==> config.mk <==
export PLATFORM = sky130hd
export DESIGN_NAME = ddr3_word_streamer_flat
export DESIGN_NICKNAME = d
export VERILOG_FILES = /design/src/hw/ddr3_read_pkg.sv /design/src/hw/read_job_if.sv /design/src/hw/ddr3_word_streamer.sv /design/src/flat_wrapper.sv
export SDC_FILE = /design/constraint.sdc
export NUM_CORES = 1
export LEC_CHECK = 0
export BUFFER_PORTS_ARGS = -buffer_cell sky130_fd_sc_hd__buf_2
export CAP_MARGIN = 30
export CORE_MARGIN = 5
export CORE_UTILIZATION = 45
export DETAILED_ROUTE_END_ITERATION = 12
export HOLD_SLACK_MARGIN = 0.06
export PLACE_DENSITY = 0.9
export SLEW_MARGIN = 15
export SYNTH_ARGS = -nofsm -noshare
export SYNTH_HDL_FRONTEND = slang
export SYNTH_SLANG_ARGS = --single-unit
==> constraint.sdc <==
create_clock -name clk -period 3.3 [get_ports clk]
set_input_delay 0.66 -clock clk [delete_from_list [all_inputs] [get_ports clk]]
set_output_delay 0.66 -clock clk [all_outputs]
set_load 0.02 [all_outputs]
==> src/hw/ddr3_read_pkg.sv <==
package ddr3_read_pkg;

    // buffer and burst sizing
    localparam int WORDS_PER_BEAT   = 8;
    localparam int MAX_BURST_BEATS  = 16;
    localparam int FIFO_DEPTH_BEATS = 32;

    // a new burst may start only at or below this many stored beats.
    // one burst in flight at a time, so the buffer never overflows
    localparam int REFILL_LEVEL     = 16;

    // word address, counts 32-bit words
    typedef logic [27:0]  word_addr_t;

    // one client word
    typedef logic [31:0]  word_t;

    // one DDR3 data beat, eight words
    typedef logic [255:0] beat_t;

    // client length, words minus one
    typedef logic [7:0]   req_len_t;

    // DDR3 burst length, beats minus one
    typedef logic [3:0]   ddr_len_t;

    typedef logic [3:0]   txn_id_t;

    // word position inside a beat
    typedef logic [2:0]   word_sel_t;

    // beats still to fetch for one request
    typedef logic [5:0]   beat_cnt_t;

    // beat pointer with one extra wrap bit
    typedef logic [$clog2(FIFO_DEPTH_BEATS):0] fifo_ptr_t;

endpackage
==> src/hw/read_job_if.sv <==
interface read_job_if import ddr3_read_pkg::*; ();

    // request handed from the controller to the streamer
    logic      start;
    word_sel_t skip;
    req_len_t  words;
    txn_id_t   id;

    // end of request handshake
    logic      done;
    logic      flush;

    modport ctrl (
        output start, skip, words, id, flush,
        input  done
    );

    modport streamer (
        input  start, skip, words, id, flush,
        output done
    );

endinterface

==> src/hw/ddr3_word_streamer.sv <==
module ddr3_word_streamer import ddr3_read_pkg::*; (
    input  logic         clk,
    input  logic         rst,
    read_job_if.streamer job,

    // FIFO read side
    input  logic         empty,
    output logic         rd_en,
    input  word_t        fifo_data,

    // client data channel
    output word_t        rd_data,
    output logic         rd_data_last,
    output txn_id_t      rd_back_id,
    output logic         rd_data_valid,
    input  logic         rd_data_ready
);

    typedef enum logic [1:0] {
        st_idle,
        st_skip,
        st_stream,
        st_drain
    } strm_state_t;

    strm_state_t state;
    word_sel_t   skip_q;
    req_len_t    left_q;
    txn_id_t     id_q;

    // FIFO output register holds a word meant for the client
    logic        primed;
    logic        handshake;

    assign rd_data_valid = (state == st_stream) && primed;
    assign rd_data_last  = rd_data_valid && (left_q == '0);
    assign handshake     = rd_data_valid && rd_data_ready;
    assign job.done      = handshake && rd_data_last;

    assign rd_data    = fifo_data;
    assign rd_back_id = id_q;

    // discard leading words, then fetch a word when the output slot frees up.
    // no read past the last word, the tail is left for the flush
    assign rd_en = !empty && ((state == st_skip) ||
                   ((state == st_stream) && (!primed || (handshake && !rd_data_last))));

    always_ff @(posedge clk) begin
        if (rst) begin
            state  <= st_idle;
            skip_q <= '0;
            left_q <= '0;
            primed <= 1'b0;
        end else if (job.flush) begin
            state  <= st_idle;
            primed <= 1'b0;
        end else begin
            case (state)
                st_idle: begin
                    if (job.start) begin
                        skip_q <= job.skip;
                        left_q <= job.words;
                        primed <= 1'b0;
                        state  <= (job.skip != '0) ? st_skip : st_stream;
                    end
                end
                st_skip: begin
                    if (rd_en) begin
                        skip_q <= skip_q - 1'b1;
                        if (skip_q == word_sel_t'(1)) begin
                            state <= st_stream;
                        end
                    end
                end
                st_stream: begin
                    if (rd_en) begin
                        primed <= 1'b1;
                    end else if (handshake) begin
                        primed <= 1'b0;
                    end
                    if (job.done) begin
                        state <= st_drain;
                    end else if (handshake) begin
                        left_q <= left_q - 1'b1;
                    end
                end
                // hold until the controller flushes
                st_drain: state <= st_drain;
                default:  state <= st_idle;
            endcase
        end
    end

    always_ff @(posedge clk) begin
        if (state == st_idle && job.start) begin
            id_q <= job.id;
        end
    end

endmodule

==> src/flat_wrapper.sv <==
// flat-port wrapper written by rule: the top's interface ports become plain ports
module ddr3_word_streamer_flat import ddr3_read_pkg::*;
  (clk, rst, empty, rd_en, fifo_data, rd_data, rd_data_last, rd_back_id, rd_data_valid, rd_data_ready, job_start, job_skip, job_words, job_id, job_flush, job_done);
  read_job_if job_i ();
  input  logic clk;
  input  logic rst;
  input  logic empty;
  output logic rd_en;
  input  word_t fifo_data;
  output word_t rd_data;
  output logic rd_data_last;
  output txn_id_t rd_back_id;
  output logic rd_data_valid;
  input  logic rd_data_ready;
  input wire logic [$bits(job_i.start)-1:0] job_start;
  input wire logic [$bits(job_i.skip)-1:0] job_skip;
  input wire logic [$bits(job_i.words)-1:0] job_words;
  input wire logic [$bits(job_i.id)-1:0] job_id;
  input wire logic [$bits(job_i.flush)-1:0] job_flush;
  output wire logic [$bits(job_i.done)-1:0] job_done;
  assign job_i.start = job_start;
  assign job_i.skip = job_skip;
  assign job_i.words = job_words;
  assign job_i.id = job_id;
  assign job_i.flush = job_flush;
  assign job_done = job_i.done;
  ddr3_word_streamer u_core (.clk(clk), .rst(rst), .job(job_i), .empty(empty), .rd_en(rd_en), .fifo_data(fifo_data), .rd_data(rd_data), .rd_data_last(rd_data_last), .rd_back_id(rd_back_id), .rd_data_valid(rd_data_valid), .rd_data_ready(rd_data_ready));
endmodule
Word level (Yosys, flattened, before mapping). Cells that the tools add are included.

Add/sub/neg operators: 2. Bitwise gates (word level): 1. Mux-type cells: 17. Reductions and logical operators: 23. Equality and inequality tests: 11.

Operators with widths (count): 2-to-1 mux 8 bit (3); case mux 8 bit (2 select lines) (1); 2-to-1 mux 2 bit (5); inequality test 2 bit, second input constant (5); logical AND 1 bit (8); zero test 8 bit (1); case mux 2 bit (4 select lines) (1); AND reduction 4 bit (2); subtractor 8 x 1 -> 8 bit, second input constant (1); 2-to-1 mux 3 bit (2); case mux 3 bit (2 select lines) (1); AND reduction 5 bit (1); equality test 2 bit, second input constant (2); nonzero test 2 bit (2); equality test 3 x 1 -> 1 bit, second input constant (1); zero test 1 bit (3); 2-to-1 mux 1 bit (3); inequality test 3 x 2 -> 1 bit, second input constant (1); AND reduction 3 bit (1); nonzero test 3 bit (1); subtractor 3 x 1 -> 3 bit, second input constant (1); equality test 2 x 1 -> 1 bit, second input constant (1); zero test 2 bit (1); logical OR 1 bit (2); other kinds (4) (4).

Output and inout bits: 40. Bits in registers: 18. Word-level logic and storage cells: 59. Input port bits: 53.

Longest topological paths before layout.
Depth in word-level cells: 11. Gate-level depth with buffers: 7.

Worst setup path before layout. OpenSTA, ideal clock, no wires.

Path kind: reg-to-output. Start: register u_core.left_q[0]. End: output job_done. Data required time: 2.640 ns. Data arrival time: 1.551 ns. Slack: 1.089 ns. Buffers on the path: 0. Cell stages (with the launch flop): 7. Cell sequence: dfxtp_1 > inv_1 > ha_1 > nor4bb_1 > nand2_1 > nor2_1 > and2_1.

Longest elaborated chain between the ends: 3.

Ends and longest elaborated chain: from (decl) (RTL line ddr3_word_streamer.sv:28) `req_len_t left_q;`; from (signal assigned) (RTL line ddr3_word_streamer.sv:62) `left_q <= job.words;`; from (signal assigned) (RTL line ddr3_word_streamer.sv:84) `left_q <= left_q - 1'b1;`; zero test 8 bit (RTL line ddr3_word_streamer.sv:36) `assign rd_data_last = rd_data_valid && (left_q == '0);`; logical AND 1 bit (RTL line ddr3_word_streamer.sv:36); via rd_data_last (RTL line flat_wrapper.sv:11) `output logic rd_data_last;`; logical AND 1 bit (RTL line ddr3_word_streamer.sv:38) `assign job.done = handshake && rd_data_last;`; to (decl) (RTL line flat_wrapper.sv:20) `output wire logic [$bits(job_i.done)-1:0] job_done;`.

The timed path passes the listed nets, and every way through them passes these cells.

Worst setup path after layout.
Start: register u_core.left_q[0]. End: output job_done.

Longest elaborated chain between the ends: 3.

Ends and longest elaborated chain (RTL line): zero test 8 bit (ddr3_word_streamer.sv:36); logical AND 1 bit (ddr3_word_streamer.sv:36); logical AND 1 bit (ddr3_word_streamer.sv:38).

No other way between the ends.

==> summary.txt <==
Yosys
  • Syn Nets: 215
  • Yosys reg bits: 18
  • Post-synth top flop: dfxtp_1
  • Seq/Total Area, Yosys: 29.7%
  • Post-synth cell types: 42
  • Async SR Flop Fraction: 0%
  • Number of synthesized flops with an enable pin: 4
  • Avg Inst Size Synth: 8.54 um2
  • Yosys warning count: 0
  • Netlist Area Pre-Place: 1350 um2
  • Mapped Cells: 158

Global route
  • Total congestion overflow: 0
  • Largest net degree at the start of global routing: 16
  • Global-route wire length before repair: 4610 um
  • Number of global-route vias before repair: 1,061
  • Initial antenna violation count: 0
  • Overall routing resource usage: 13.5%

Setup path
  • Worst R2R Start: u_core.left_q[0]
  • Worst-path fanout max: 4
  • Critical path's largest stage delay: 350 ps
  • Crit. End Element: primary output
  • RR Endpoint: u_core.left_q[0]
  • Worst path arrival time: 1870 ps
  • Startpoint types: flip-flop
  • Critical path's slowest cell: dfxtp_1
  • CP Class: flip-flop to primary output
  • Reg-to-reg setup timing slack: 1160 ps
  • Cells along the critical path: inv_1, ha_1, nor4bb_1, nand2_1, nor2_1, and2_1, buf_2
  • CP Data Required Time: 2640 ps
  • Worst R2R Path Depth: 7

Power and ir drop
  • Seq pwr share: 54.5%
  • Internal Power: 322 uW
  • Pwr dens: 349 nW/um2
  • Clock share of power: 25.3%
  • Switch Pwr: 131 uW
  • Leak pwr: 0.000519 uW
  • Logic pwr share: 20.2%
  • Switching part of the total: 29.0%
  • VDD IR-drop max: 129 uV

Timing
  • Transition time of the tightest slew-check pin: 763 ps
  • Unrepaired setup endpoints after global routing: no
  • Fmax: 395 MHz
  • Final period util: 76.8%
  • Relative max-transition margin: 49.1%
  • Final hold vios: 0
  • Worst clock skew: 1.85 ps
  • Final Max Slew Viols: 0
  • Final worst path period need: 2530 ps
  • Endpoints failing setup: 0
  • TNS Setup: 0 ps

Hold path
  • Worst Hold Class: flip-flop to flip-flop
  • Worst hold path cell count: 2
  • Worst Hold End: u_core.left_q[7]
  • Hold path start: u_core.left_q[7]

Run
  • MaxCap Viol Count: 0

Clock network
  • Worst-Skew Late Latency: 290 ps
  • Clock-pin transition on the worst setup and hold timing paths: 110 ps
  • Hold-fix buffers, CTS: 0
  • Sink Count: 18
  • Post-CTS Setup Inserts: 0
  • CTS resizes: 0
  • CTS tree: built
  • CTS root buf: clkbuf_4
  • Inserted Clock Buffers: 3
  • Maximum clock path buffer count: 2
  • H-tree depth: 1

Placed design
  • Buffers on Ports: 28
  • HPWL after detailed placement: 2110 um
  • GP Congestion: 0.780
  • Placed cells: 179

Run status
  • Status: completed

Layout
  • Final antenna diode count: 0
  • Register Area: 400 um2
  • Finished Layout Cells: 184
  • Fill cells: 289
  • Commonest non-fill, non-tap cell in the layout: buf_2
  • Area growth, synth to finish: -3.71%
  • Commonest cells after routing, fill and taps aside: 28 x buf_2, 14 x a21oi_1, 14 x dfxtp_1
  • Area occupied by multi-input gates: 659 um2
  • Share of cells above drive strength 1: 28.1%
  • Nets: 211

Die
  • Die height: 64.7 um
  • Core box area: 2810 um2
  • DIE WIDTH: 64.7 um
  • Die area: 4190 um2
  • Initial Util: 48.1%
  • Row count: 19
  • I/O Pins: 93

Detailed routing
  • Drt first pass iters: 4
  • Post-Route WL: 2850 um
  • DRC: 0
  • DRT iter0 DRCs: 58
  • Wire per inst: 15.5 um
  • Vias per inst: 6.02
  • DRT antenna net count: 0
  • DR vias: 1,107
-- synth_stat cells, types with 4 or more instances --
master | instances | share of area, %
buf_4 | 32 | 18
a21oi_1 | 14 | 5.2
dfxtp_1 | 14 | 21
nand2_1 | 11 | 3.1
nand2b_1 | 7 | 3.2
inv_1 | 5 | 1.4
nand3_1 | 5 | 1.9
nor2_1 | 5 | 1.4
clkbuf_1 | 4 | 1.1
edfxtp_1 | 4 | 8.9
ha_1 | 4 | 3.7
-- through the flow --
step                utilization (%)  total power (uW)  worst slack [ps]  cell area [um2]  hold slack [ps]
floorplan                         -               367              1090             1350              439
global placement               45.1               339              1120             1260              456
detailed placement             45.1               341              1060             1260              458
CTS                            46.0               455               836             1290              474
global route                   46.3               474               635             1300              497
finish                         46.3               453               766             1300              476
-- per-layer routing --
metal	part of all wire, %	global-route usage (%)	up-vias
met5	0	0	-
met4	0.88	7.12	0
met3	11	4.15	4
met2	48	21.6	62
met1	40	16.2	512
li1	-	-	529
-- area by class of cell --
class / count / area share, %
clock buffers: 3 / 1.73
clock inverters: 1 / 0.289
inverters: 5 / 1.45
multi-input cells: 96 / 50.8
flip-flops and latches: 18 / 30.8
well taps: 31 / 2.99
repair buffers: 30 / 11.9
-- state kept, by name, indices dropped and copies added (netlist names) --
| name | count |
|---|---|
| u_core.primed | 1 |
| u_core.state | 2 |
| u_core.rd_back_id | 4 |
| u_core.left_q | 8 |
| u_core.skip_q | 3 |
-- critical path, delay by kind of cell, from the launching register on --
kind | cells | cell delay [ps]
buffers and inverters | 2 | 280
and+or+nand+nor | 4 | 780
DFF | 1 | 350
adders and majority gates | 1 | 160
-- cell families after synthesis --
kind of cell               after synthesis  synth area share (%)
AOI/OAI and AO/OA                       39                  22.1
adders and majority gates                4                  3.71
buffers and inverters                   44                  21.4
DFF                                     18                  29.7
muxes                                    1                 0.835
and+or+nand+nor                         52                  22.3
-- worst max path at each step --
stage,start,to,slack [ps],cells past startpoint
after floorplan,u_core.left_q[0],job_done,1090,6
after global placement,rd_data_ready,u_core.left_q[2],1120,4
after detailed placement,u_core.left_q[0],u_core.left_q[2],1060,6
after CTS,u_core.left_q[0],job_done,840,7
after global routing,u_core.left_q[0],job_done,640,7
final,u_core.left_q[0],job_done,770,7
-- power groups by stage --
stage | Sequential [uW] | Combinational [uW] | Clock [uW]
finish | 247 | 91.8 | 115
global route | 248 | 103 | 123
CTS | 247 | 90.0 | 118
detailed placement | 252 | 89.8 | 0
global placement | 251 | 87.4 | 0
floorplan | 252 | 114 | 0
No activity file was read; power rests on OpenSTA's default activity.
