[config.mk]
export PLATFORM = sky130hd
export DESIGN_NAME = ddr3_read_ctrl_flat
export DESIGN_NICKNAME = d
export VERILOG_FILES = /design/src/hw/ddr3_read_pkg.sv /design/src/hw/read_job_if.sv /design/src/hw/ddr3_read_ctrl.sv /design/src/flat_wrapper.sv
export SDC_FILE = /design/constraint.sdc
export NUM_CORES = 1
export LEC_CHECK = 0
export ABC_CLOCK_PERIOD_IN_PS = 3900
export BUFFER_PORTS_ARGS = -buffer_cell sky130_fd_sc_hd__buf_2
export CAP_MARGIN = 20
export CORE_MARGIN = 8
export CORE_UTILIZATION = 52
export CTS_BUF_LIST = sky130_fd_sc_hd__clkbuf_4 sky130_fd_sc_hd__clkbuf_8
export CTS_CLUSTER_SIZE = 25
export DETAILED_ROUTE_END_ITERATION = 16
export PLACE_DENSITY = 0.82
export SYNTH_ARGS = -nofsm -noshare
export SYNTH_HDL_FRONTEND = slang
export SYNTH_SLANG_ARGS = --single-unit
[constraint.sdc]
create_clock -name clk -period 3.9 [get_ports clk]
set_input_delay 0.195 -clock clk [delete_from_list [all_inputs] [get_ports clk]]
set_output_delay 0.195 -clock clk [all_outputs]
set_load 0.01 [all_outputs]
[src/hw/ddr3_read_pkg.sv]
package ddr3_read_pkg;

    // buffer and burst sizing
    localparam int WORDS_PER_BEAT   = 8;
    localparam int MAX_BURST_BEATS  = 16;
    localparam int FIFO_DEPTH_BEATS = 32;

    // a new burst may start only at or below this many stored beats.
    // one burst in flight at a time, so the buffer never overflows
    localparam int REFILL_LEVEL     = 16;

    // word address, counts 32-bit words
    typedef logic [27:0]  word_addr_t;

    // one client word
    typedef logic [31:0]  word_t;

    // one DDR3 data beat, eight words
    typedef logic [255:0] beat_t;

    // client length, words minus one
    typedef logic [7:0]   req_len_t;

    // DDR3 burst length, beats minus one
    typedef logic [3:0]   ddr_len_t;

    typedef logic [3:0]   txn_id_t;

    // word position inside a beat
    typedef logic [2:0]   word_sel_t;

    // beats still to fetch for one request
    typedef logic [5:0]   beat_cnt_t;

    // beat pointer with one extra wrap bit
    typedef logic [$clog2(FIFO_DEPTH_BEATS):0] fifo_ptr_t;

endpackage
[src/hw/read_job_if.sv]
interface read_job_if import ddr3_read_pkg::*; ();

    // request handed from the controller to the streamer
    logic      start;
    word_sel_t skip;
    req_len_t  words;
    txn_id_t   id;

    // end of request handshake
    logic      done;
    logic      flush;

    modport ctrl (
        output start, skip, words, id, flush,
        input  done
    );

    modport streamer (
        input  start, skip, words, id, flush,
        output done
    );

endinterface

[src/hw/ddr3_read_ctrl.sv]
module ddr3_read_ctrl import ddr3_read_pkg::*; (
    input  logic       clk,
    input  logic       rst,

    // client address channel
    input  word_addr_t rd_addr,
    input  req_len_t   rd_len,
    input  txn_id_t    rd_id,
    input  logic       rd_addr_valid,
    output logic       rd_addr_ready,

    // DDR3 address channel
    output word_addr_t read_addr,
    output ddr_len_t   read_len,
    output txn_id_t    read_id,
    output logic       read_addr_valid,
    input  logic       read_addr_ready,

    // DDR3 data channel, burst end only
    input  logic       read_data_valid,
    input  logic       read_data_last,

    input  logic       refill,
    read_job_if.ctrl   job
);

    typedef enum logic [2:0] {
        st_idle,
        st_wait,
        st_send_addr,
        st_recv_data,
        st_flush
    } ctrl_state_t;

    ctrl_state_t state;
    word_addr_t  addr_q;
    beat_cnt_t   beats_q;
    txn_id_t     id_q;

    logic        accept;
    logic        burst_end;
    word_addr_t  last_word;
    beat_cnt_t   total_beats;
    beat_cnt_t   burst_beats;

    assign accept    = rd_addr_valid && rd_addr_ready;
    assign burst_end = (state == st_recv_data) && read_data_valid && read_data_last;

    // beats touched by the request, from first word's beat to last word's beat
    assign last_word   = rd_addr + word_addr_t'(rd_len);
    assign total_beats = beat_cnt_t'((last_word >> $clog2(WORDS_PER_BEAT))
                                   - (rd_addr >> $clog2(WORDS_PER_BEAT)) + 1'b1);

    // next burst is the rest of the request, capped at 16 beats
    assign burst_beats = (beats_q > beat_cnt_t'(MAX_BURST_BEATS)) ?
                         beat_cnt_t'(MAX_BURST_BEATS) : beats_q;

    always_ff @(posedge clk) begin
        if (rst) begin
            state   <= st_idle;
            beats_q <= '0;
        end else begin
            case (state)
                st_idle: begin
                    if (accept) begin
                        beats_q <= total_beats;
                        state   <= refill ? st_send_addr : st_wait;
                    end
                end
                st_wait: begin
                    // last word goes out only after the final burst has landed
                    if (job.done) begin
                        state <= st_flush;
                    end else if (beats_q != '0 && refill) begin
                        state <= st_send_addr;
                    end
                end
                st_send_addr: begin
                    if (read_addr_ready) begin
                        state <= st_recv_data;
                    end
                end
                st_recv_data: begin
                    if (burst_end) begin
                        beats_q <= beats_q - burst_beats;
                        state   <= st_wait;
                    end
                end
                st_flush: state <= st_idle;
                default:  state <= st_idle;
            endcase
        end
    end

    always_ff @(posedge clk) begin
        if (accept) begin
            // align down to the beat holding the first word
            addr_q <= rd_addr & ~word_addr_t'(WORDS_PER_BEAT - 1);
            id_q   <= rd_id;
        end else if (burst_end) begin
            addr_q <= addr_q + word_addr_t'(burst_beats * WORDS_PER_BEAT);
        end
    end

    assign rd_addr_ready   = (state == st_idle);

    assign read_addr       = addr_q;
    assign read_len        = ddr_len_t'(burst_beats - 1'b1);
    assign read_id         = id_q;
    assign read_addr_valid = (state == st_send_addr);

    // job info for the streamer, valid with the start pulse
    assign job.start = accept;
    assign job.skip  = word_sel_t'(rd_addr);
    assign job.words = rd_len;
    assign job.id    = rd_id;
    assign job.flush = (state == st_flush);

endmodule

[src/flat_wrapper.sv]
// flat-port wrapper written by rule: the top's interface ports become plain ports
module ddr3_read_ctrl_flat import ddr3_read_pkg::*;
  (clk, rst, rd_addr, rd_len, rd_id, rd_addr_valid, rd_addr_ready, read_addr, read_len, read_id, read_addr_valid, read_addr_ready, read_data_valid, read_data_last, refill, job_start, job_skip, job_words, job_id, job_flush, job_done);
  read_job_if job_i ();
  input  logic clk;
  input  logic rst;
  input  word_addr_t rd_addr;
  input  req_len_t rd_len;
  input  txn_id_t rd_id;
  input  logic rd_addr_valid;
  output logic rd_addr_ready;
  output word_addr_t read_addr;
  output ddr_len_t read_len;
  output txn_id_t read_id;
  output logic read_addr_valid;
  input  logic read_addr_ready;
  input  logic read_data_valid;
  input  logic read_data_last;
  input  logic refill;
  output wire logic [$bits(job_i.start)-1:0] job_start;
  output wire logic [$bits(job_i.skip)-1:0] job_skip;
  output wire logic [$bits(job_i.words)-1:0] job_words;
  output wire logic [$bits(job_i.id)-1:0] job_id;
  output wire logic [$bits(job_i.flush)-1:0] job_flush;
  input wire logic [$bits(job_i.done)-1:0] job_done;
  assign job_start = job_i.start;
  assign job_skip = job_i.skip;
  assign job_words = job_i.words;
  assign job_id = job_i.id;
  assign job_flush = job_i.flush;
  assign job_i.done = job_done;
  ddr3_read_ctrl u_core (.clk(clk), .rst(rst), .rd_addr(rd_addr), .rd_len(rd_len), .rd_id(rd_id), .rd_addr_valid(rd_addr_valid), .rd_addr_ready(rd_addr_ready), .read_addr(read_addr), .read_len(read_len), .read_id(read_id), .read_addr_valid(read_addr_valid), .read_addr_ready(read_addr_ready), .read_data_valid(read_data_valid), .read_data_last(read_data_last), .refill(refill), .job(job_i));
endmodule
**After elaboration in Yosys (flattened, before gate mapping)**

Cells that the tools add are included.

- Bits in registers: 41
- Input port bits: 48

- Reduce and logical (&&, ||, !) cells: 10
- Order comparisons: 1
- Add/subtract/negate cells: 6
- Equal/unequal tests: 8
- Multiplexer cells: 13

Operators by type and width:

| cell | number |
|---|---|
| 28-bit 2-to-1 mux | 2 |
| 28-bit by 9-bit adder with 28-bit output | 1 |
| 6-bit 2-to-1 mux | 3 |
| 3-bit 2-to-1 mux | 5 |
| 3-bit one-hot mux with 4 select lines | 1 |
| 6-bit one-hot mux with 2 select lines | 1 |
| 6-bit subtractor | 2 |
| 9-bit by 8-bit adder with 9-bit output | 1 |
| 6-bit by 1-bit adder with 6-bit output, second input constant | 1 |
| 3-bit by 2-bit == test with 1-bit output, second input constant | 2 |
| 6-bit by 5-bit > comparator with 1-bit output, second input constant | 1 |
| 6-bit nonzero test | 1 |
| 1-bit logical AND | 4 |
| 2-bit by 1-bit != test with 1-bit output, second input constant | 2 |
| 4-bit AND reduction | 1 |
| 2-bit nonzero test | 2 |
| 4-bit by 1-bit subtractor with 4-bit output, second input constant | 1 |
| 3-bit by 1-bit == test with 1-bit output, second input constant | 1 |
| 3-bit == test, second input constant | 1 |
| 3-bit logical NOT | 1 |
| 3-bit by 2-bit != test with 1-bit output, second input constant | 1 |
| 3-bit AND reduction | 1 |
| 2-bit 2-to-1 mux | 1 |
| 2-bit != test, second input constant | 1 |

**Logic depth before layout (Yosys ltp)**

Gate-level depths: netlist of run 1.

- Depth in word-level cells: 5
- Mapped depth: 15
- Gate-level depth less buffers: 15

**Worst setup path after synthesis of run 1**

Ideal clock, no wire load.

- Path type: reg2reg
- From: register u_core.state[1]
- To: register u_core.beats_q[3]
- Buffers on the path: 1
- Setup slack: 0.809 ns
- Period minus slack after synthesis: 3.091 ns
- Cell stages (with the launch flop): 7
- Arrival time: 2.974 ns
- Cell sequence: dfxtp_1 > clkbuf_1 > or3b_2 > a21oi_1 > o21a_1 > nor2_1 > a22o_1

- Cells in the longest elaborated chain, start to end: 5
- Elaborated cells on any way between the ends: 10
- Classes of those cells: eq/ne: 3; mux: 1; reduce/logical: 6

RTL lines:

| what | RTL line | text |
|---|---|---|
| from (decl) | ddr3_read_ctrl.sv:35 | `ctrl_state_t state;` |
| from (signal assigned) | ddr3_read_ctrl.sv:60 | `state <= st_idle;` |
| from (signal assigned) | ddr3_read_ctrl.sv:67 | `state <= refill ? st_send_addr : st_wait;` |
| from (signal assigned) | ddr3_read_ctrl.sv:73 | `state <= st_flush;` |
| 3-bit by 2-bit == test with 1-bit output | ddr3_read_ctrl.sv:47, ddr3_read_ctrl.sv:63 |  |
| 1-bit logical AND (2 in series) | ddr3_read_ctrl.sv:47 | `assign burst_end = (state == st_recv_data) && read_data_valid && read_data_last;` |
| 2-bit by 1-bit != test with 1-bit output (no line) | - |  |
| 3-bit AND reduction (no line) | - |  |
| to (signal assigned) | ddr3_read_ctrl.sv:66 | `beats_q <= total_beats;` |
| to (signal assigned) | ddr3_read_ctrl.sv:85 | `beats_q <= beats_q - burst_beats;` |
| to (decl) | ddr3_read_ctrl.sv:37 | `beat_cnt_t beats_q;` |

Parallel ways exist; a longest one is shown, timed or not.
A chain may end at the register's enable or synchronous reset.

**Final worst setup path of run 1**

- From: input rd_addr[2]
- To: register u_core.beats_q[5]

- Cells in the longest elaborated chain, start to end: 5

RTL lines:

| what | RTL line | text |
|---|---|---|
| from (decl) | flat_wrapper.sv:7 | `input word_addr_t rd_addr;` |
| 9-bit by 8-bit adder with 9-bit output | ddr3_read_ctrl.sv:50 | `assign last_word = rd_addr + word_addr_t'(rd_len);` |
| 6-bit subtractor | ddr3_read_ctrl.sv:52 | `- (rd_addr >> $clog2(WORDS_PER_BEAT)) + 1'b1);` |
| 6-bit by 1-bit adder with 6-bit output | ddr3_read_ctrl.sv:52 |  |
| 6-bit 2-to-1 mux | ddr3_read_ctrl.sv:65 | `if (accept) begin` |
| 6-bit one-hot mux with 2 select lines | ddr3_read_ctrl.sv:63 | `case (state)` |

No other way between the ends. The select of a mux whose other input is x is not followed.

==> results.py, run 1 <==
metrics = {
    "grt": {
        "grt_max_degree": 40,
        "grt_pass1_vias": 2900,
        "grt_overflow_total": 0,
        "grt_first_pass_wirelength_um": 13300,
        "grtUsageTotal_pct": 18.3,
        "grt_antenna_before_repair": 0,
    },
    "worst_setup_path": {
        "worstPathArrival_ps": 3150,
        "cp_max_fo": 3,
        "cp-end-kind": "flop",
        "critPathLaunchType": "input port",
        "crit_path_start": "rd_addr[2]",
        "required_ps": 4110,
        "r2r-start": "u_core.beats_q[4]$_SDFFE_PP0P_",
        "path_class": "in2reg",
    },
    "placement": {
        "port_buffers": 99,
        "dp_slack_ps": 693,
        "gp_congestion": 0.828,
        "hpwl_um": 6130,
    },
    "clocking": {
        "clock_latency_ps": 290,
        "cts_tree": "done",
        "cts_resized": 0,
        "h-tree-depth": 2,
        "numCtsBuffers": 5,
        "clock-sinks": 38,
        "hold_buffers": 0,
        "cts.clk_slew.worst_paths_ps": 80,
        "cts-root-buf": "clkbuf_8",
        "postCtsSetupBuffers": 0,
        "clockBufferDepth": 2,
    },
    "route": {
        "via_count": 2893,
        "drc": 0,
        "wl_per_cell_um": 15.7,
        "drt-initial-drc-count": 119,
        "vias_per_cell": 5.71,
        "ant_nets": 0,
        "dr.pass1.iters": 5,
        "finalWirelength_um": 7950,
    },
    "yosys": {
        "yosysWarnings": 0,
        "synth.largest_area_cell": "edfxtp_1",
        "synth_async_sr_flop_share_pct": 0,
        "ys_seq_area_share_pct": 33.2,
        "synthTopCellsByArea": "edfxtp_1, ha_1, dfxtp_1",
        "ys_ff_latch": 38,
        "synth_cell_type_count": 64,
        "synth_area_per_cell_sq_um": 8.97,
        "synth_area_sq_um": 3170,
        "netlist_instances": 353,
        "synthFlopType": "edfxtp_1",
        "synth_top_area_share_pct": 27.5,
        "synth_edf_count": 29,
    },
    "die": {
        "ios": 103,
        "coreArea_sq_um": 5920,
        "die_area_sq_um": 8840,
        "die_y_um": 94.0,
        "die_w_um": 94.0,
        "rows": 28,
        "start_util_pct": 53.5,
    },
    "sta": {
        "clock_skew_ps": 3.90,
        "worst_slew_pin_slew_ps": 624,
        "period_minus_slack_ps": 2940,
        "slew_violations": 0,
        "setup_violations": 0,
        "worst_slew_margin_rel_pct": 58.3,
        "tns_ps": 0,
        "timing.final.hold_violations": 0,
        "layout_setup_ws_ps": 960,
        "finalCritPeriodShare_pct": 75.4,
        "rsz0062_at_grt": "false",
        "clock.fmax_ghz": 0.340,
    },
    "run_status": {
        "status": "completed",
    },
    "final_layout": {
        "layout-drive-gt1-share_pct": 28.0,
        "area.growth.synth_to_final_pct": 15.8,
        "final_common_cell": "buf_2",
        "antenna_cells": 0,
        "layout_common_cells": "buf_2, nand2_1, edfxtp_1",
        "final_net_count": 505,
        "nFillCells": 559,
    },
    "hold_path": {
        "worstHoldStart": "rd_id[1]",
        "hold_class": "in2reg",
    },
    "pwr": {
        "ir_drop_v": 0.000361,
        "p_leak_uw": 0.00157,
        "power_density_nw_per_um2": 633,
    },
    "flow_run": {
        "cap_violations": 0,
    },
}
==> power breakdown <==
| group | internal [uW] | switching [uW] |
|---|---|---|
| Combinational | 517 | 720 |
| Clock | 120 | 144 |
| Sequential | 644 | 175 |
| Total | 1280 | 1040 |
==> per-stage QoR <==
step	hold slack, ps	cell area, sq um	total power (uW)	std cells	utilization [%]
floorplan	294	3180	1690	356	-
global placement	385	3590	2010	500	60.6
detailed placement	386	3590	2060	500	60.6
CTS	76.7	3670	2330	507	61.9
global route	72.0	3670	2520	507	61.9
finish	85.0	3670	2320	507	61.9
==> critical path, stage by stage <==
cell,delay (ps)
buf_2,100
ha_1,300
a21oi_1,240
a21boi_0,160
o21a_1,210
or2_2,290
ha_1,270
inv_1,40
ha_1,200
inv_1,70
fa_1,200
nor2b_1,60
o21a_1,170
or3_1,320
nor4bb_1,140
a211oi_1,190
==> synth_stat cells, types with 2 or more instances <==
cell	instances
a211oi_1	4
buf_2	4
ha_1	23
o21ai_0	11
o21ai_1	4
a21boi_0	4
edfxtp_1	29
nand2_1	35
xor2_1	3
nor3b_1	2
nor2b_1	3
o211ai_1	5
nor2_1	24
a311oi_1	2
or4_1	9
o31ai_1	6
dfxtp_1	9
a21oi_1	16
mux2i_1	5
a31o_2	2
nand4_1	10
a22o_1	3
a31oi_1	7
o21a_1	6
a21o_1	5
buf_4	18
and4_1	4
inv_1	18
conb_1	2
xnor2_1	15
a2111oi_2	3
or3_1	3
nand3_1	10
nor4_1	2
and2_1	6
nor3_1	4
clkbuf_1	9
fa_1	2
==> layer usage <==
| layer | wire length (um) | track usage [%] | part of all wire [%] | vias up |
|---|---|---|---|---|
| li1 | - | - | - | 1441 |
| met1 | 3410 | 21.9 | 43 | 1351 |
| met2 | 3940 | 32.8 | 50 | 96 |
| met3 | 543 | 4.08 | 6.8 | 5 |
| met4 | 48 | 3.17 | 0.60 | 0 |
| met5 | 0 | 0 | 0 | - |
==> final cells by class <==
| cell class | instances | area [sq um] | area share, % |
|---|---|---|---|
| inverters | 20 | 75.1 | 2.05 |
| well taps | 75 | 93.8 | 2.56 |
| clock inverters | 2 | 10.0 | 0.273 |
| multi-input cells | 265 | 1850 | 50.5 |
| flip-flops and latches | 38 | 1050 | 28.7 |
| repair buffers | 102 | 518 | 14.1 |
| clock buffers | 5 | 68.8 | 1.88 |
==> worst paths after layout <==
check / slack, ps / cells past startpoint / endpoint
max reg2reg: 1110 / 9 / u_core.read_addr[17]$_DFFE_PP_
max: 960 / 16 / u_core.beats_q[5]$_SDFFE_PP0P_
min: 90 / 1 / u_core.read_id[1]$_DFFE_PP_
min reg2reg: 560 / 1 / u_core.beats_q[0]$_SDFFE_PP0P_
==> flip-flops by register name, indices dropped and copies added, names as in the netlist <==
name / flops
u_core.beats_q: 6
u_core.read_id: 4
u_core.read_addr: 25
u_core.state: 3
==> cell families after synthesis <==
logic type      Yosys count  share of synthesized area [%]
compound gates           88                           20.0
xor+xnor                 18                           4.98
fa+ha+maj                26                           10.7
buf+inv                  53                           8.81
flops                    38                           33.2
mux                       5                           1.58
other cells               2                          0.237
simple gates            123                           20.5
Power figures use the tool's default switching activity.
==> run 2, diff against run 1 <==
Settings changed: ABC_CLOCK_PERIOD_IN_PS 3900 to 2800.
Clock period 3.9 ns to 2.8 ns, I/O delays scaled along.
==> results.py, run 2 (synthesis results as in run 1) <==
metrics = {
    "pwr": {
        "seq_power_share_pct": 33.7,
        "internal_power_uw": 1860,
        "p_leak_uw": 0.00164,
        "sw_frac_of_total_pct": 44.2,
        "power_density_nw_per_um2": 874,
        "ir_drop_v": 0.000568,
        "clockPowerShare_pct": 11.3,
        "p_switching_uw": 1480,
        "combPwrFrac_pct": 55.0,
    },
    "grt": {
        "grt_first_pass_wirelength_um": 13000,
        "grt_max_degree": 32,
        "grt_antenna_before_repair": 0,
        "grt_pass1_vias": 2894,
        "grt_overflow_total": 0,
        "grtUsageTotal_pct": 17.7,
    },
    "worst_setup_path": {
        "slowest_delay_ps": 330,
        "r2r_cells": 10,
        "required_ps": 3010,
        "worstPathArrival_ps": 2880,
        "path_class": "in2reg",
        "crit_slowest_cell": "or3_1",
        "crit_chain": "buf_2 > ha_4 > a21oi_2 > a21boi_1 > o21a_1 > or2_2 > ha_1 > inv_1 > ha_1 > inv_1 > fa_2 > nor2b_1 > o21a_1 > or3_1 > nor4bb_2 > a211oi_1",
        "cp_max_fo": 2,
        "cp-end-kind": "flop",
        "critPathLaunchType": "input port",
    },
    "route": {
        "drt-initial-drc-count": 106,
        "via_count": 2954,
        "finalWirelength_um": 8010,
        "wl_per_cell_um": 15.4,
        "vias_per_cell": 5.67,
        "dr.pass1.iters": 4,
        "ant_nets": 0,
        "drc": 0,
    },
    "sta": {
        "period_minus_slack_ps": 2670,
        "setup_violations": 0,
        "tns_ps": 0,
        "worst_slew_pin_slew_ps": 510,
        "clock.fmax_ghz": 0.374,
        "clock_skew_ps": 2.99,
        "layout_setup_ws_ps": 129,
        "finalCritPeriodShare_pct": 95.4,
        "worst_slew_margin_rel_pct": 66.0,
        "timing.final.hold_violations": 0,
        "slew_violations": 0,
    },
    "clocking": {
        "clock_latency_ps": 290,
        "numCtsBuffers": 5,
        "cts_tree": "done",
        "cts-root-buf": "clkbuf_8",
        "clock-sinks": 38,
        "clockBufferDepth": 2,
        "h-tree-depth": 2,
        "cts.clk_slew.worst_paths_ps": 80,
    },
    "run_status": {
        "status": "completed",
    },
    "final_layout": {
        "nFillCells": 504,
        "largest_register_ffs": 25,
        "seq_area_sq_um": 1050,
        "final_net_count": 518,
        "final_common_cell": "buf_2",
        "area.growth.synth_to_final_pct": 20.8,
        "layout_common_cells": "buf_2, nand2_1, edfxtp_1",
        "layout-drive-gt1-share_pct": 31.2,
        "antenna_cells": 0,
        "multi_input_area_sq_um": 1880,
    },
    "die": {
        "die_area_sq_um": 8840,
        "coreArea_sq_um": 5920,
        "die_w_um": 94.0,
        "ios": 103,
        "rows": 28,
        "die_y_um": 94.0,
        "start_util_pct": 53.5,
    },
    "placement": {
        "gp_congestion": 0.792,
        "port_buffers": 99,
        "dp_slack_ps": -268,
        "hpwl_um": 6230,
    },
    "flow_run": {
        "cap_violations": 0,
    },
    "hold_path": {
        "hold_class": "in2reg",
        "hold_depth": 1,
    },
}
==> run 2: per-stage QoR <==
stage	instance area (sq um)	cells	total power (uW)	utilization [%]	hold WS, ps
global route	3820	521	3630	64.6	23.1
floorplan	3190	356	2360	-	239
CTS	3790	520	3350	64.1	24.5
detailed placement	3710	512	2970	62.7	333
finish	3820	521	3340	64.6	32.4
global placement	3710	512	2890	62.7	328
==> run 2: routing by layer <==
metal / global-route usage [%] / wire length (um) / part of all wire [%] / vias to the layer above
met5: 0 / 0 / 0 / -
met4: 3.96 / 93 / 1.2 / 0
met3: 4.00 / 650 / 8.1 / 9
met2: 31.9 / 3990 / 50 / 115
met1: 20.7 / 3270 / 41 / 1361
li1: - / - / - / 1469
==> run 2: worst max-delay path, delay by kind of cell <==
kind | cells | cell delay (ps)
AOI/OAI and AO/OA | 5 | 740
adders and majority gates | 4 | 900
and+or+nand+nor | 4 | 860
buffers and inverters | 3 | 230
==> run 2: power groups by stage <==
stage / clock network (uW) / registers [uW] / logic, uW
6_report: 379 / 1120 / 1840
3_3_place_gp: 0 / 1120 / 1770
4_1_cts: 388 / 1120 / 1840
3_5_place_dp: 0 / 1130 / 1830
2_1_floorplan: 0 / 1140 / 1220
5_1_grt: 404 / 1160 / 2060
==> run 2: what timing repair did <==
item,in CTS,in global routing
hold buffers,0,0
endpoints found under the setup margin,0,3
buffers inserted,0,1
gates resized for setup,0,3
==> run 2: area by class of cell <==
cell class | instances | area share (%)
flip-flops and latches | 38 | 27.5
multi-input cells | 265 | 49.1
well taps | 75 | 2.45
clock buffers | 5 | 1.80
clock inverters | 3 | 0.425
repair buffers | 115 | 16.8
inverters | 20 | 1.96
==> run 2: path summary, 6_finish.rpt <==
| kind | startpoint | to | slack, ps |
|---|---|---|---|
| worst max-delay path | rd_addr[2] | u_core.beats_q[5]$_SDFFE_PP0P_ | 130 |
| worst min-delay path | rd_id[3] | u_core.read_id[3]$_DFFE_PP_ | 30 |
| worst max register to register | u_core.beats_q[4]$_SDFFE_PP0P_ | u_core.read_addr[10]$_DFFE_PP_ | 250 |
| worst min register to register | u_core.beats_q[0]$_SDFFE_PP0P_ | u_core.beats_q[0]$_SDFFE_PP0P_ | 550 |
==> run 3, diff against run 2 <==
Settings changed: ABC_AREA set to 1, ABC_CLOCK_PERIOD_IN_PS 2800 to not set, PLACE_DENSITY 0.82 to 0.81.
==> results.py, run 3 <==
metrics = {
    "placement": {
        "hpwl_um": 7550,
        "port_buffers": 99,
        "dp_slack_ps": -165,
        "gp_congestion": 0.925,
        "place_area_sq_um": 3870,
    },
    "sta": {
        "clock_skew_ps": 11.5,
        "whs_ps": 31.5,
        "finalCritPeriodShare_pct": 93.4,
        "slew_violations": 0,
        "tns_ps": 0,
        "timing.final.hold_violations": 0,
        "setup_violations": 0,
        "clock.fmax_ghz": 0.382,
        "layout_setup_ws_ps": 184,
        "period_minus_slack_ps": 2620,
    },
    "route": {
        "top_layer": "met4",
        "vias_per_cell": 5.29,
        "dr.pass1.iters": 4,
        "drc": 0,
        "wl_met3_um": 790,
        "via_count": 3362,
        "finalWirelength_um": 9080,
        "drt-initial-drc-count": 237,
        "wl_met2_um": 4380,
        "ant_nets": 0,
        "wl_per_cell_um": 14.3,
        "wl_met1_um": 3730,
    },
    "final_layout": {
        "nFillCells": 557,
        "area.growth.synth_to_final_pct": 18.9,
        "largest_register_ffs": 25,
        "layout_common_cells": "nand2_1, buf_2, inv_1",
        "finalInstanceArea_sq_um": 3980,
        "final_common_cell": "nand2_1",
        "final_net_count": 631,
        "layout-drive-gt1-share_pct": 26.3,
        "antenna_cells": 0,
    },
    "grt": {
        "grt_antenna_before_repair": 0,
        "grt_first_pass_wirelength_um": 14800,
        "grt_pass1_vias": 3341,
        "grt_max_degree": 20,
        "grtUsageTotal_pct": 20.0,
        "grt_overflow_total": 0,
    },
    "die": {
        "start_util_pct": 53.4,
        "coreArea_sq_um": 6280,
        "die_y_um": 96.3,
        "rows": 29,
        "die_w_um": 96.3,
        "die_area_sq_um": 9270,
        "ios": 103,
    },
    "pwr": {
        "ir_drop_v": 0.000557,
        "p_leak_uw": 0.00200,
        "power_density_nw_per_um2": 927,
    },
    "clocking": {
        "clock_latency_ps": 300,
        "cts-root-buf": "clkbuf_8",
        "cts_tree": "done",
        "cts.clk_slew.worst_paths_ps": 80,
        "h-tree-depth": 2,
        "numCtsBuffers": 5,
        "clock-sinks": 38,
        "clockBufferDepth": 2,
    },
    "yosys": {
        "synth_edf_count": 29,
        "ys_ff_latch": 38,
        "yosysWarnings": 0,
        "synth_async_sr_flop_share_pct": 0,
        "synth_commonest_cells": "nand2_1, inv_1, nand3_1",
        "netlist_instances": 461,
        "synth_cell_type_count": 42,
        "synthFlopType": "edfxtp_1",
        "synth.largest_area_cell": "edfxtp_1",
        "synth_top_area_share_pct": 26.0,
        "ys_seq_area_share_pct": 31.4,
        "synth.most_common_cell": "nand2_1",
        "synth_area_sq_um": 3350,
        "synthTopCellsByArea": "edfxtp_1, nand2_1, ha_1",
        "synth_area_per_cell_sq_um": 7.27,
    },
    "worst_setup_path": {
        "worstPathArrival_ps": 2840,
        "cp_max_fo": 2,
        "required_ps": 3030,
        "r2r-start": "u_core.beats_q[0]$_SDFFE_PP0P_",
        "critPathLaunchType": "input port",
        "cp-end-kind": "flop",
        "regToRegSetupSlack_ps": 270,
        "r2r_cells": 15,
        "path_class": "in2reg",
        "r2r-end": "u_core.read_addr[20]$_DFFE_PP_",
    },
    "hold_path": {
        "hold_depth": 1,
        "hold_end": "u_core.read_id[2]$_DFFE_PP_",
        "hold_class": "in2reg",
        "worstHoldStart": "rd_id[2]",
    },
    "flow_run": {
        "cap_violations": 0,
    },
    "run_status": {
        "status": "completed",
    },
}
==> run 3: cell type report <==
class | instances | area [sq um] | share of cell area (%)
tap | 77 | 96.3 | 2.42
sequential | 38 | 1050 | 26.4
timing repair buffer | 110 | 578 | 14.5
multi-input combinational | 336 | 1920 | 48.2
inverter | 67 | 251 | 6.32
clock buffer | 5 | 68.8 | 1.73
clock inverter | 3 | 16.3 | 0.409
==> run 3: what timing repair did <==
| action | CTS | global route |
|---|---|---|
| hold buffers | 0 | 0 |
| endpoints found under the setup margin | 0 | 2 |
| buffers inserted | 0 | 0 |
| resized for setup | 0 | 5 |
| endpoints found under the hold margin | 0 | 0 |
==> run 3: stage by stage <==
step	utilization (%)	cells	total power, uW
3_3_place_gp	61.6	628	3210
2_1_floorplan	-	464	2630
4_1_cts	62.9	636	3680
6_report	63.4	636	3690
5_1_grt	63.4	636	4020
3_5_place_dp	61.6	628	3300
==> run 3: logic make-up after synthesis <==
family / share of synthesized area (%)
AOI/OAI and AO/OA: 9.00
xor gates and xnor gates: 3.40
adders and majority gates: 9.79
buffers and inverters: 12.6
DFF: 31.4
other: 0.224
and+or+nand+nor: 33.7
==> run 3: where the power goes <==
group	internal (uW)	leakage [uW]	total (uW)	switching, uW
sequential	925	0.000350	1140	215
clock	171	0.0000416	381	210
combinational	808	0.00161	2170	1360
==> run 3: metal layers <==
metal / track usage, % / vias to the layer above
li1: - / 1696
met1: 23.5 / 1483
met2: 34.3 / 164
met3: 4.76 / 19
met4: 7.68 / 0
met5: 0 / -
==> run 3: worst max path at each step <==
| stage | endpoint | slack [ps] | from | depth (start not counted) |
|---|---|---|---|---|
| 6_report | u_core.beats_q[5]$_SDFFE_PP0P_ | 180 | rd_addr[1] | 22 |
| 4_1_cts | u_core.beats_q[5]$_SDFFE_PP0P_ | 140 | rd_addr[2] | 22 |
| 3_3_place_gp | u_core.beats_q[5]$_SDFFE_PP0P_ | -50 | rd_addr[2] | 19 |
| 2_1_floorplan | u_core.beats_q[5]$_SDFFE_PP0P_ | 110 | rd_addr[2] | 18 |
| 5_1_grt | u_core.beats_q[5]$_SDFFE_PP0P_ | -30 | rd_addr[2] | 22 |
| 3_5_place_dp | u_core.beats_q[5]$_SDFFE_PP0P_ | -160 | rd_addr[2] | 22 |
==> run 3: worst max-delay path, stage by stage <==
cell and delay [ps]:
buf_2 110, ha_1 290, nand4_1 90, nand2_1 70
nand2_1 60, nand2_1 70, buf_4 150, xnor2_2 120
ha_1 270, inv_1 70, ha_2 180, inv_1 60
fa_1 370, inv_1 80, nand2_1 60, nand2_1 50
a21oi_1 70, xor2_1 170, a21o_1 160, nand3_1 60
nand2_1 50, a21oi_1 120
